--- config.mk ---
export PLATFORM = sky130hd
export DESIGN_NAME = channel_reduce
export DESIGN_NICKNAME = d
export VERILOG_FILES = /design/src/logic/engine_pkg.sv /design/src/logic/channel_reduce.sv
export SDC_FILE = /design/constraint.sdc
export NUM_CORES = 1
export LEC_CHECK = 0
export BUFFER_PORTS_ARGS = -buffer_cell sky130_fd_sc_hd__buf_4
export CAP_MARGIN = 25
export CORE_MARGIN = 4
export CORE_UTILIZATION = 40
export CTS_CLUSTER_SIZE = 40
export DETAILED_ROUTE_END_ITERATION = 10
export HOLD_SLACK_MARGIN = 0.06
export PLACE_DENSITY = 0.71
export SLEW_MARGIN = 20
export SYNTH_ARGS = -nofsm -noshare
export SYNTH_HDL_FRONTEND = slang
export SYNTH_SLANG_ARGS = --single-unit
--- constraint.sdc ---
create_clock -name clk -period 5.6 [get_ports clk]
set_input_delay 1.68 -clock clk [delete_from_list [all_inputs] [get_ports clk]]
set_output_delay 1.68 -clock clk [all_outputs]
set_load 0.01 [all_outputs]
--- src/logic/engine_pkg.sv ---
package engine_pkg;

	// Core geometry
	localparam int BURST_LEN     = 16;                 // Channel lanes per burst, power of two
	localparam int MAX_KERNEL    = 9;                  // Largest kernel length in taps
	localparam int REDUCE_STAGES = $clog2(BURST_LEN);  // Adder tree depth
	localparam int LANE_W        = $clog2(BURST_LEN);  // Word index within a burst

	// Field widths
	localparam int WORD_W  = 16;
	localparam int ADDR_W  = 30;
	localparam int TAP_W   = 4;
	localparam int COUNT_W = 8;

	typedef logic signed [WORD_W-1:0] word_t;   // Data, weight or result word
	typedef word_t [BURST_LEN-1:0] burst_t;     // Lane 0 is the first word received
	typedef logic [ADDR_W-1:0] addr_t;          // Word address
	typedef logic [TAP_W-1:0] tap_t;            // Kernel tap index
	typedef logic [COUNT_W-1:0] count_t;        // Output point counter

	typedef struct packed {
		tap_t   kernel;       // 1 to MAX_KERNEL
		count_t o_side;       // Output points, at least 1
		addr_t  result_base;  // Address of the first result
	} job_t;

	typedef struct packed {
		burst_t data;
		burst_t weight;
		logic   first;  // Tap 0 of a point
		logic   last;   // Final tap of a point
	} atom_t;

	typedef struct packed {
		addr_t addr;
		word_t value;
	} result_t;

endpackage
--- src/logic/channel_reduce.sv ---
`timescale 1ns/1ns

module channel_reduce import engine_pkg::*; (
	input  logic   clk,
	input  logic   rst,
	input  burst_t i_lane_sum,
	input  logic   i_lane_sum_valid,
	output word_t  o_sum,
	output logic   o_sum_valid
);

	// Heap layout, node n sums children 2n and 2n+1
	// Nodes BURST_LEN/2 and up take their operands straight from the input lanes
	word_t node_q [1:BURST_LEN-1];

	logic [REDUCE_STAGES-1:0] vld_q;  // One bit per tree level

	for (genvar n = 1; n < BURST_LEN; n++) begin : g_node
		if (n >= BURST_LEN / 2) begin : g_leaf
			always_ff @(posedge clk) begin
				node_q[n] <= i_lane_sum[2*n-BURST_LEN] + i_lane_sum[2*n-BURST_LEN+1];
			end
		end else begin : g_inner
			always_ff @(posedge clk) begin
				node_q[n] <= node_q[2*n] + node_q[2*n+1];  // Free running, new burst each cycle
			end
		end
	end

	always_ff @(posedge clk or posedge rst) begin
		if (rst) begin
			vld_q <= '0;
		end else begin
			vld_q <= {vld_q[REDUCE_STAGES-2:0], i_lane_sum_valid};
		end
	end

	assign o_sum       = node_q[1];  // Root
	assign o_sum_valid = vld_q[REDUCE_STAGES-1];

endmodule

==> results of run 1 <==
==> state kept, by name, indices dropped and copies added, names as in the netlist <==
register and flops:
node_q 240, vld_q 4
==> cells in the final DEF, fill, tap and decap left out, drive strengths merged, types with 45 or more instances in the layout <==
master,netlist,final
buf,16,275
dfxtp,240,240
ha,225,225
a21oi,178,178
xnor2,134,134
o21ai,90,90
a21o,82,82
nor2,74,74
xor2,72,72
nand2,52,52
inv,45,45
==> logic make-up (layout without fill, tap and decap cells) <==
kind of cell / Yosys count / count (layout)
DFF: 244 / 244
adders and majority gates: 240 / 240
muxes: 2 / 2
AOI/OAI and AO/OA: 496 / 496
and+or+nand+nor: 263 / 263
xor gates and xnor gates: 206 / 206
buffers and inverters: 67 / 372
==> worst max-delay path by stage <==
stage              startpoint               endpoint  slack [ns]  depth (start not counted)
3_5_place_dp   i_lane_sum[64]  node_q[1][44]$_DFF_P_        1.66                         10
6_report       i_lane_sum[32]  node_q[1][30]$_DFF_P_        2.15                         10
3_3_place_gp   i_lane_sum[64]  node_q[1][44]$_DFF_P_        1.69                         10
4_1_cts        i_lane_sum[32]  node_q[1][30]$_DFF_P_        2.19                         10
5_1_grt        i_lane_sum[32]  node_q[1][30]$_DFF_P_        2.03                         10
2_1_floorplan  i_lane_sum[64]  node_q[1][44]$_DFF_P_        2.00                          9
==> metal layers <==
layer	wire length, um	global-route usage [%]	vias up
met5	0	0	-
met4	517	3.12	0
met3	1550	2.11	38
met2	16200	28.4	271
met1	15900	23.0	5475
li1	-	-	6084
==> metrics by stage <==
stage / area [um2] / worst slack (ns) / instances / hold slack [ns]
after global placement: 17200 / 1.69 / 2232 / 0.337
after detailed placement: 17200 / 1.66 / 2232 / 0.339
after global routing: 18200 / 2.03 / 2284 / 0.367
after CTS: 18200 / 2.19 / 2284 / 0.360
after floorplan: 14700 / 2.00 / 1518 / 0.331
final: 18200 / 2.15 / 2284 / 0.354
==> critical path: cells and delay by family <==
family	cells	cell delay [ns]
compound gates	5	1.13
xor+xnor	1	0.15
fa+ha+maj	2	0.63
buf+inv	1	0.11
simple gates	1	0.13
==> final cells by class <==
type                       count  area share, %
tap                          461           3.17
sequential                   244           27.0
multi-input combinational   1207           52.0
timing repair buffer         275           11.4
clock buffer                  38           4.57
clock inverter                14          0.978
inverter                      45          0.930
==> power by group through the flow <==
stage	clock network, mW	logic, mW	registers (mW)
final	1.91	4.55	2.72
after global routing	2.04	5.16	2.78
after CTS	1.98	4.59	2.73
after detailed placement	0	4.56	2.76
after global placement	0	4.46	2.76
after floorplan	0	3.56	2.62
==> qor_table.md, run 1 <==
| Item | This run |
| --- | --- |
| Net count after synthesis | 2017 |
| Worst reg2reg endpoint | node_q[0][106]$_DFF_P_ |
| Core region area | 0.0358 mm2 |
| Kind of path behind the tightest hold check | reg -> reg |
| Detailed-route wire length | 34200 um |
| Highest attainable clock frequency | 290 MHz |
| Instance count of the mapped netlist | 1518 |
| Internal power contribution | 5.79 mW |
| Endpoint kind of the worst setup timing path | flip-flop |
| Share of total power in the clock network | 20.8% |
| Area of the die | 0.0398 mm2 |
| Crit path time final | 3.45 ns |
| Share of the synthesized area in compound gates (AO/OA/AOI/OAI) | 22.1% |
| Area contributors post-synth | sky130_fd_sc_hd__dfxtp_1 (33%), sky130_fd_sc_hd__ha_1 (19%), sky130_fd_sc_hd__xnor2_1 (8.0%), sky130_fd_sc_hd__a21oi_1 (5.9%), sky130_fd_sc_hd__xor2_1 (4.3%) |
| Root Buffer Master | sky130_fd_sc_hd__clkbuf_16 |
| Top-area cell type share of the netlist area | 32.8% |
| Cell Area, Synth | 0.0147 mm2 |
| Worst path max stage delay | 0.47 ns |
| Slew @ Worst Pin | 0.588 ns |
| Proportion of register bits with asynchronous set or reset after synthesis | 1.64% |
| Min-delay src | vld_q[2]$_DFF_PP0_ |
| Synthesized-area fraction occupied by xor and xnor cells | 12.3% |
| Area share of fa/ha/maj cells after synthesis | 21.2% |
| Number of antenna diodes | 0 |
| Setup Total Neg Slack | 0 ns |
| Simple-Gate Fraction of Synth Area | 8.66% |
| Top cells by instance count after synthesis | sky130_fd_sc_hd__dfxtp_1 (240), sky130_fd_sc_hd__ha_1 (225), sky130_fd_sc_hd__a21oi_1 (174) |
| Overflow left after global routing | 0 |
| DP HPWL | 28500 um |
| Reg2Reg Depth | 9 |
| Top-Level Pins | 276 |
| Highest fanout seen on the critical path | 2 |
| Drc violations | 0 |
| Via-per-instance ratio | 5.20 |
| Routed Antenna Nets | 0 |
| Quantity of I/O buffers inserted on ports | 275 |
| Area overhead of the layout relative to synthesis | 23.9% |
| Standard-cell rows | 69 |
| Distinct cells, synth | 69 |
| Dominant combinational cell family by area after synthesis | compound AO/OA/AOI/OAI gates |
| Fraction of the yosys area taken by sequential cells | 33.4% |
| Combined global-route utilization of all metal layers | 16.7% |
| Chain of cells forming the critical path | buf_4 -> ha_1 -> fa_1 -> a21oi_1 -> o21ai_0 -> nand2_1 -> a31oi_1 -> a311oi_1 -> a21oi_1 -> xor2_1 |
| Avg Cell Area, Syn | 9.66 um2 |
| Height of the die | 199 um |
| Crit path top cell by count | sky130_fd_sc_hd__a21oi_1 |
| Startpoint of the most critical register-to-register path | node_q[1][64]$_DFF_P_ |
| Initial Utilization | 40.9% |
| WHS Path Cells | 0 |
| Initial antenna violation count | 1 |
| Clock transition time at the flip-flop clock pins of the worst setup and hold paths | 0.06 ns |
| Count of maximum capacitance violations | 0 |
| Post-layout util | 50.7% |
| Number of flops mapped to enable cells by yosys | 0 |
| Reg-to-reg setup timing slack | 2.87 ns |
| CTS H-Tree Depth | 1 |
| Count of cells resized by post-cts repair | 0 |
| Footprint of the multi-input gates | 0.00945 mm2 |
| Die outline width | 199 um |
| Combinational share of power | 49.6% |
| Switching Fraction | 36.9% |
| VDD IR max | 0.000243 V |
| Endpoints failing setup | 0 |
| First DRT Iteration DRCs | 461 |
| Total of flip-flops plus latches after synthesis | 244 |
| Cts bufs inserted | 28 |
| Number of buffers on the longest clock path | 3 |
| Routed length per instance | 15.0 um |
| Number of global-route vias before repair | 11935 |
| Sequential cell area | 0.00490 mm2 |
| Leakage component of the power | 8.56 nW |
| Category of the critical setup timing path | in -> reg |
| Synth Warn # | 0 |
| Pwr/cell area | 505 mW/mm2 |
| Total of fill cells in the finished design | 3279 |
| Synth Flop Type | sky130_fd_sc_hd__dfxtp_1 |
| Switching pwr | 3.39 mW |
| Weighted congestion at the end of routability-driven global placement | 0.879 |
| Relative contribution of sequential cells to total power | 29.6% |
| Global-route wire length before repair | 55800 um |
| Worst Path Required | 6.01 ns |
| CP max stage cell | sky130_fd_sc_hd__a311oi_1 |
| Number of hold-slack violations in the final timing report | 0 |
| CTS Hold Buffers Added | 0 |
| Post-layout nets | 2300 |
| Share of the clock period used by the worst path after layout | 61.6% |
| Outcome | complete, no violations |
| Max Clock Skew | 0.0110 ns |
| Unrepaired setup endpoints after global routing | false |
| Mux contribution to synthesized area | 0.145% |
| Launching element type of the critical path | primary input |
| CTS sink count | 244 |
| Number of pins exceeding their max-slew limit in the final report | 0 |
| TritonCTS clock tree | yes |
| Most used standard cell by instance count after synthesis | sky130_fd_sc_hd__dfxtp_1 |
| Design Power | 9.18 mW |
| Detailed-route via count | 11868 |
| Post-CTS repair timing setup buffer count | 0 |
| Critical path data arrival time | 3.86 ns |
| Ratio of cells with drive above 1 in the final layout | 19.1% |
| Min-Delay Endpoint | vld_q[3]$_DFF_PP0_ |
| Area leader, netlist | sky130_fd_sc_hd__dfxtp_1 |
| Max-slew headroom at the worst pin | 60.5% |
| Largest net degree at the start of global routing | 14 |
| Clock latency on the worst-skew pair | 0.53 ns |
| First-pass iteration count of the detailed router | 4 |
Note: power is estimated with default switching activity, not from simulation.
==> run 2, diff against run 1 <==
Clock period 5.6 ns to 3.2 ns, I/O delays scaled along.
==> qor_table.md, run 2 (synthesized netlist as in run 1, its figures left out) <==
| Item | This run | Change |
| --- | --- | --- |
| Share of the clock period used by the worst path after layout | 83.7% |  |
| First DRT Iteration DRCs | 379 | -18% |
| Number of hold-slack violations in the final timing report | 0 | unchanged |
| Max-slew headroom at the worst pin | 62.2% | +1.7 points |
| Number of pins exceeding their max-slew limit in the final report | 0 | unchanged |
| Top library cells by usage in the layout, fill and taps aside | sky130_fd_sc_hd__buf_4 (283), sky130_fd_sc_hd__dfxtp_1 (240), sky130_fd_sc_hd__ha_1 (225) |  |
| Final worst-path setup slack | 0.522 ns | -1.63 ns |
| TritonCTS clock tree | yes |  |
| Max Clock Skew | 0.00740 ns | -0.00364 ns |
| Via-per-instance ratio | 5.17 | -0.49% |
| Combinational share of power | 49.8% | +0.2 points |
| Post-layout nets | 2308 | +0.35% |
| Total of fill cells in the finished design | 3298 | +0.58% |
| Number of buffers on the longest clock path | 3 | unchanged |
| Most common cell after layout, fill and taps aside | sky130_fd_sc_hd__buf_4 |  |
| Highest fanout seen on the critical path | 3 | +1 |
| Worst Path Required | 3.66 ns | -2.35 ns |
| First-pass iteration count of the detailed router | 4 | unchanged |
| Design Power | 16.1 mW | +75% |
| Category of the critical setup timing path | reg -> reg |  |
| Count of maximum capacitance violations | 0 | unchanged |
| Switching pwr | 5.97 mW | +76% |
| Endpoint kind of the worst setup timing path | flip-flop |  |
| Post-route insts no fill | 2292 | +0.35% |
| Highest attainable clock frequency | 373 MHz |  |
| Kind of path behind the tightest hold check | in -> async |  |
| Core region area | 0.0358 mm2 | unchanged |
| Overflow left after global routing | 0 | unchanged |
| Relative contribution of sequential cells to total power | 29.6% | about the same |
| Die outline width | 199 um | unchanged |
| Crit path time final | 2.68 ns |  |
| Slew @ Worst Pin | 0.563 ns | -0.0248 ns |
| Startpoint of the most critical register-to-register path | node_q[0][80]$_DFF_P_ |  |
| Quantity of I/O buffers inserted on ports | 275 | unchanged |
| Area of the die | 0.0398 mm2 | unchanged |
| Worst setup path start | node_q[0][80]$_DFF_P_ |  |
| Post-CTS repair timing setup buffer count | 0 | unchanged |
| Number of global-route vias before repair | 11813 | -1.0% |
| Weighted congestion at the end of routability-driven global placement | 0.871 | -0.97% |
| Reg2Reg Depth | 9 | unchanged |
| CTS H-Tree Depth | 1 | unchanged |
| Largest net degree at the start of global routing | 14 | unchanged |
| Root Buffer Master | sky130_fd_sc_hd__clkbuf_16 |  |
| DP HPWL | 28700 um | +0.49% |
| Routed length per instance | 14.9 um | about the same |
| Registers with the most flip-flops | node_q (240), vld_q (4) |  |
| Switching Fraction | 37.1% | +0.21 points |
| Count of cells resized by post-cts repair | 0 | unchanged |
| Global-route wire length before repair | 55700 um | -0.22% |
| Standard-cell rows | 69 | unchanged |
| Setup Total Neg Slack | 0 ns | unchanged |
| Clock transition time at the flip-flop clock pins of the worst setup and hold paths | 0.06 ns | about the same |
| Combined global-route utilization of all metal layers | 16.6% | -0.064 points |
| CTS sink count | 244 | unchanged |
| Post-layout util | 50.8% | +0.12 points |
| Leakage component of the power | 8.58 nW | +0.20% |
| Detailed-route via count | 11851 | -0.14% |
| Worst slack at placement | 0.0464 ns | -1.61 ns |
| Drc violations | 0 | unchanged |
| Unrepaired setup endpoints after global routing | false |  |
| Launching element type of the critical path | flip-flop |  |
| Ratio of cells with drive above 1 in the final layout | 19.4% | +0.30 points |
| Endpoints failing setup | 0 | unchanged |
| CTS Hold Buffers Added | 0 | unchanged |
| Pwr/cell area | 883 mW/mm2 | +75% |
| Number of flip-flops under the largest register name | 240 | unchanged |
| Detailed-route wire length | 34300 um | +0.26% |
| Share of total power in the clock network | 20.6% | -0.2 points |
| Number of antenna diodes | 0 | unchanged |
| Height of the die | 199 um | unchanged |
| Cts bufs inserted | 28 | unchanged |
| Sequential cell area | 0.00490 mm2 | unchanged |
| Critical path data arrival time | 3.14 ns | -0.72 ns |
| Placed Instances | 2240 | +0.36% |
| Outcome | complete, no violations |  |
| Initial antenna violation count | 2 | +1 |
| Footprint of the multi-input gates | 0.00945 mm2 | unchanged |
| Initial Utilization | 40.9% | unchanged |
| Reg with most FFs | node_q |  |
| Internal power contribution | 10.1 mW | +74% |
| VDD IR max | 0.000443 V | +82% |
| Top-Level Pins | 276 | unchanged |
| Clock latency on the worst-skew pair | 0.53 ns | about the same |
| Routed Antenna Nets | 0 | unchanged |
| Area overhead of the layout relative to synthesis | 24.2% |  |
run 2: cell types whose count changed in the layout (fill, tap and decap cells not counted):
cell | previous run | this run
sky130_fd_sc_hd__buf_4 | 275 | 283
sky130_fd_sc_hd__clkinvlp_4 | 0 | 3
sky130_fd_sc_hd__clkbuf_8 | 7 | 5
sky130_fd_sc_hd__clkinv_4 | 2 | 0
sky130_fd_sc_hd__clkbuf_1 | 2 | 3
run 2: power groups by stage:
stage / sequential [mW] / combinational (mW) / clock [mW]
4_1_cts: 4.78 / 8.05 / 3.42
3_5_place_dp: 4.84 / 7.99 / 0
3_3_place_gp: 4.83 / 7.83 / 0
6_report: 4.76 / 8.01 / 3.31
5_1_grt: 4.86 / 9.03 / 3.57
2_1_floorplan: 4.58 / 6.23 / 0
run 2: final timing paths:
check	to	slack, ns
min reg2reg	vld_q[3]$_DFF_PP0_	0.35
min in group clk	vld_q[3]$_DFF_PP0_	0.35
max in group asynchronous	vld_q[1]$_DFF_PP0_	2.75
min	vld_q[0]$_DFF_PP0_	0.31
max	node_q[0][46]$_DFF_P_	0.52
max reg2reg	node_q[0][46]$_DFF_P_	0.52
run 2: critical path, cell delays in order (launching register included):
cell and delay (ns):
sky130_fd_sc_hd__dfxtp_1 0.35, sky130_fd_sc_hd__ha_1 0.23, sky130_fd_sc_hd__fa_1 0.40, sky130_fd_sc_hd__a21o_1 0.19, sky130_fd_sc_hd__a21oi_1 0.29, sky130_fd_sc_hd__o21ai_1 0.17
sky130_fd_sc_hd__a311oi_1 0.50, sky130_fd_sc_hd__o31ai_1 0.15, sky130_fd_sc_hd__a21oi_1 0.19, sky130_fd_sc_hd__xnor2_1 0.14
run 2: layer usage:
metal | up-vias | share of wire (%) | track usage (%)
li1 | 6111 | - | -
met1 | 5462 | 47 | 22.7
met2 | 240 | 48 | 28.4
met3 | 38 | 4.7 | 2.41
met4 | 0 | 1.2 | 2.82
met5 | - | 0 | 0
run 2: layout make-up:
class                   instances  share of cell area (%)
multi-input cells            1207                    51.9
flip-flops and latches        244                    26.9
repair buffers                283                    11.7
clock buffers                  37                    4.42
well taps                     461                    3.17
clock inverters                15                    1.00
inverters                      45                   0.928
run 2: through the flow:
step | cell area, um2 | hold slack, ns
finish | 18200 | 0.305
detailed placement | 17200 | 0.339
global route | 18200 | 0.295
global placement | 17200 | 0.337
floorplan | 14700 | 0.331
CTS | 18200 | 0.283
==> run 3, diff against run 2 <==
Settings changed: PLACE_DENSITY 0.71 to 0.73.
Clock period 3.2 ns to 2.3 ns, I/O delays scaled along.
==> qor_table.md, run 3 (synthesized netlist as in run 1, its figures left out) <==
| Item | This run | Change |
| --- | --- | --- |
| Critical path data arrival time | 2.67 ns | -0.47 ns |
| Post-layout nets | 2477 | +7.3% |
| Launching element type of the critical path | flip-flop |  |
| Initial antenna violation count | 1 | -1 |
| Top-Level Pins | 276 | unchanged |
| Area of the die | 0.0398 mm2 | unchanged |
| Design Power | 24.0 mW | +50% |
| Quantity of I/O buffers inserted on ports | 275 | unchanged |
| Post-route insts no fill | 2461 | +7.4% |
| Buffers and inverters on the worst path | 0 | unchanged |
| Total of fill cells in the finished design | 3082 | -6.5% |
| Top library cells by usage in the layout, fill and taps aside | sky130_fd_sc_hd__buf_4 (451), sky130_fd_sc_hd__dfxtp_1 (235), sky130_fd_sc_hd__ha_1 (204) |  |
| Crit path time final | 2.27 ns | -0.407 ns |
| Number of pins exceeding their max-slew limit in the final report | 0 | unchanged |
| Count of maximum capacitance violations | 0 | unchanged |
| Overflow left after global routing | 0 | unchanged |
| Registers with the most flip-flops | node_q (240), vld_q (4) |  |
| Share of the clock period used by the worst path after layout | 98.8% | +15 points |
| Area overhead of the layout relative to synthesis | 37.1% |  |
| Number of buffers on the longest clock path | 3 | unchanged |
| Root Buffer Master | sky130_fd_sc_hd__clkbuf_16 |  |
| Cts bufs inserted | 28 | unchanged |
| Number of global-route vias before repair | 12534 | +6.1% |
| Kind of path behind the tightest hold check | in -> reg |  |
| Routed length per instance | 14.7 um | -1.7% |
| Worst path max stage delay | 0.37 ns | -0.13 ns |
| Drc violations | 0 | unchanged |
| Pwr/cell area | 1200 mW/mm2 | +36% |
| Routed Antenna Nets | 0 | unchanged |
| CTS H-Tree Depth | 1 | unchanged |
| Chain of cells forming the critical path | ha_2 -> fa_1 -> a21o_1 -> a31oi_2 -> o21ai_2 -> nand3_1 -> a21boi_1 -> o41ai_2 -> xnor2_1 |  |
| Weighted congestion at the end of routability-driven global placement | 0.907 | +4.2% |
| Detailed-route via count | 12509 | +5.6% |
| Leakage component of the power | 9.45 nW | +10% |
| Worst slack at placement | -0.318 ns | -0.364 ns |
| Detailed-route wire length | 36200 um | +5.6% |
| Finished layout cell area | 0.0201 mm2 | +10% |
| Largest net degree at the start of global routing | 15 | +1 |
| Core region area | 0.0358 mm2 | unchanged |
| Combined global-route utilization of all metal layers | 17.4% | +0.83 points |
| Height of the die | 199 um | unchanged |
| Placed Instances | 2395 | +6.9% |
| Ratio of cells with drive above 1 in the final layout | 31.2% | +12 points |
| TritonCTS clock tree | yes |  |
| Worst Path Required | 2.70 ns | -0.96 ns |
| CP max stage cell | sky130_fd_sc_hd__fa_1 |  |
| Worst setup path start | node_q[0][96]$_DFF_P_ |  |
| Highest fanout seen on the critical path | 3 | unchanged |
| First DRT Iteration DRCs | 540 | +42% |
| Min-delay src | i_lane_sum_valid |  |
| CTS sink count | 244 | unchanged |
| Reg with most FFs | node_q |  |
| Number of antenna diodes | 0 | unchanged |
| Outcome | complete, no violations |  |
| Endpoints failing setup | 0 | unchanged |
| Final worst-path setup slack | 0.0286 ns | -0.493 ns |
| Global-route wire length before repair | 58300 um | +4.7% |
| Startpoint of the most critical register-to-register path | node_q[0][96]$_DFF_P_ |  |
| Footprint of the multi-input gates | 0.0100 mm2 | +6.0% |
| Highest attainable clock frequency | 440 MHz | +18% |
| Cell area after placement | 0.0187 mm2 | +8.7% |
| Clock latency on the worst-skew pair | 0.54 ns | about the same |
| Number of flip-flops under the largest register name | 240 | unchanged |
| Slew @ Worst Pin | 0.490 ns | -0.0726 ns |
| Unrepaired setup endpoints after global routing | true |  |
| Category of the critical setup timing path | reg -> reg |  |
| Setup Total Neg Slack | 0 ns | unchanged |
| Most common cell after layout, fill and taps aside | sky130_fd_sc_hd__buf_4 |  |
| DP HPWL | 30100 um | +5.0% |
| First-pass iteration count of the detailed router | 5 | +1 |
| Max Clock Skew | 0.0155 ns | +0.00811 ns |
| Endpoint kind of the worst setup timing path | flip-flop |  |
| Number of hold-slack violations in the final timing report | 0 | unchanged |
| Standard-cell rows | 69 | unchanged |
| VDD IR max | 0.000714 V | +61% |
| Via-per-instance ratio | 5.08 | -1.7% |
| Clock transition time at the flip-flop clock pins of the worst setup and hold paths | 0.06 ns | about the same |
| Die outline width | 199 um | unchanged |
| Max-slew headroom at the worst pin | 67.2% | +5.0 points |
| Initial Utilization | 40.9% | unchanged |
| Sequential cell area | 0.00491 mm2 | +0.18% |
| Largest delay contributor family on the critical path | compound AO/OA/AOI/OAI gates |  |
-- run 3: area by class of cell --
class | instances | area share (%)
timing repair buffer | 452 | 16.9
multi-input combinational | 1207 | 49.8
clock inverter | 16 | 1.18
sequential | 244 | 24.4
tap | 461 | 2.87
clock buffer | 36 | 3.93
inverter | 45 | 0.840
-- run 3: worst reg2reg max path: cells and delay by family, from the launching register on --
family / cells / cell delay [ns]
compound gates: 5 / 0.98
xor+xnor: 1 / 0.13
fa+ha+maj: 2 / 0.58
flops: 1 / 0.36
simple gates: 1 / 0.09
-- run 3: metrics by stage --
step / hold WS, ns / util [%]
CTS: 0.246 / 55.5
detailed placement: 0.339 / 52.2
finish: 0.272 / 56.1
global placement: 0.340 / 52.2
global route: 0.238 / 56.1
floorplan: 0.331 / -
-- run 3: final timing paths --
kind / slack, ns / end / cells past startpoint
setup / recovery: 0.03 / node_q[0][60]$_DFF_P_ / 9
hold / removal: 0.27 / vld_q[0]$_DFF_PP0_ / 1
setup reg to reg: 0.03 / node_q[0][60]$_DFF_P_ / 9
hold reg to reg: 0.35 / vld_q[2]$_DFF_PP0_ / 0
max in group asynchronous: 1.56 / vld_q[0]$_DFF_PP0_ / 3
min in group asynchronous: 0.59 / vld_q[1]$_DFF_PP0_ / 3
-- run 3: per-layer routing --
metal | vias to the layer above | share of wire, % | global-route usage, %
met2 | 265 | 48 | 30.3
met1 | 5755 | 46 | 23.6
met3 | 44 | 4.4 | 2.31
met4 | 0 | 1.6 | 3.04
li1 | 6445 | - | -
met5 | - | 0 | 0
-- run 3: where the power goes --
| group | leakage [nW] | internal (mW) | switching (mW) |
|---|---|---|---|
| Sequential | 2.07 | 5.93 | 0.705 |
| Clock | 0.481 | 3.00 | 1.76 |
| Combinational | 6.89 | 6.22 | 6.43 |
-- run 3: timing repair --
item / CTS / global route
hold buffers: 1 / 0
gates resized for setup: 14 / 39
hold endpoints to repair: 4 / 0
setup buffers: 9 / 5
pin swaps: 15 / 29
endpoints found under the setup margin: 12 / 29
gates cloned: 0 / 0
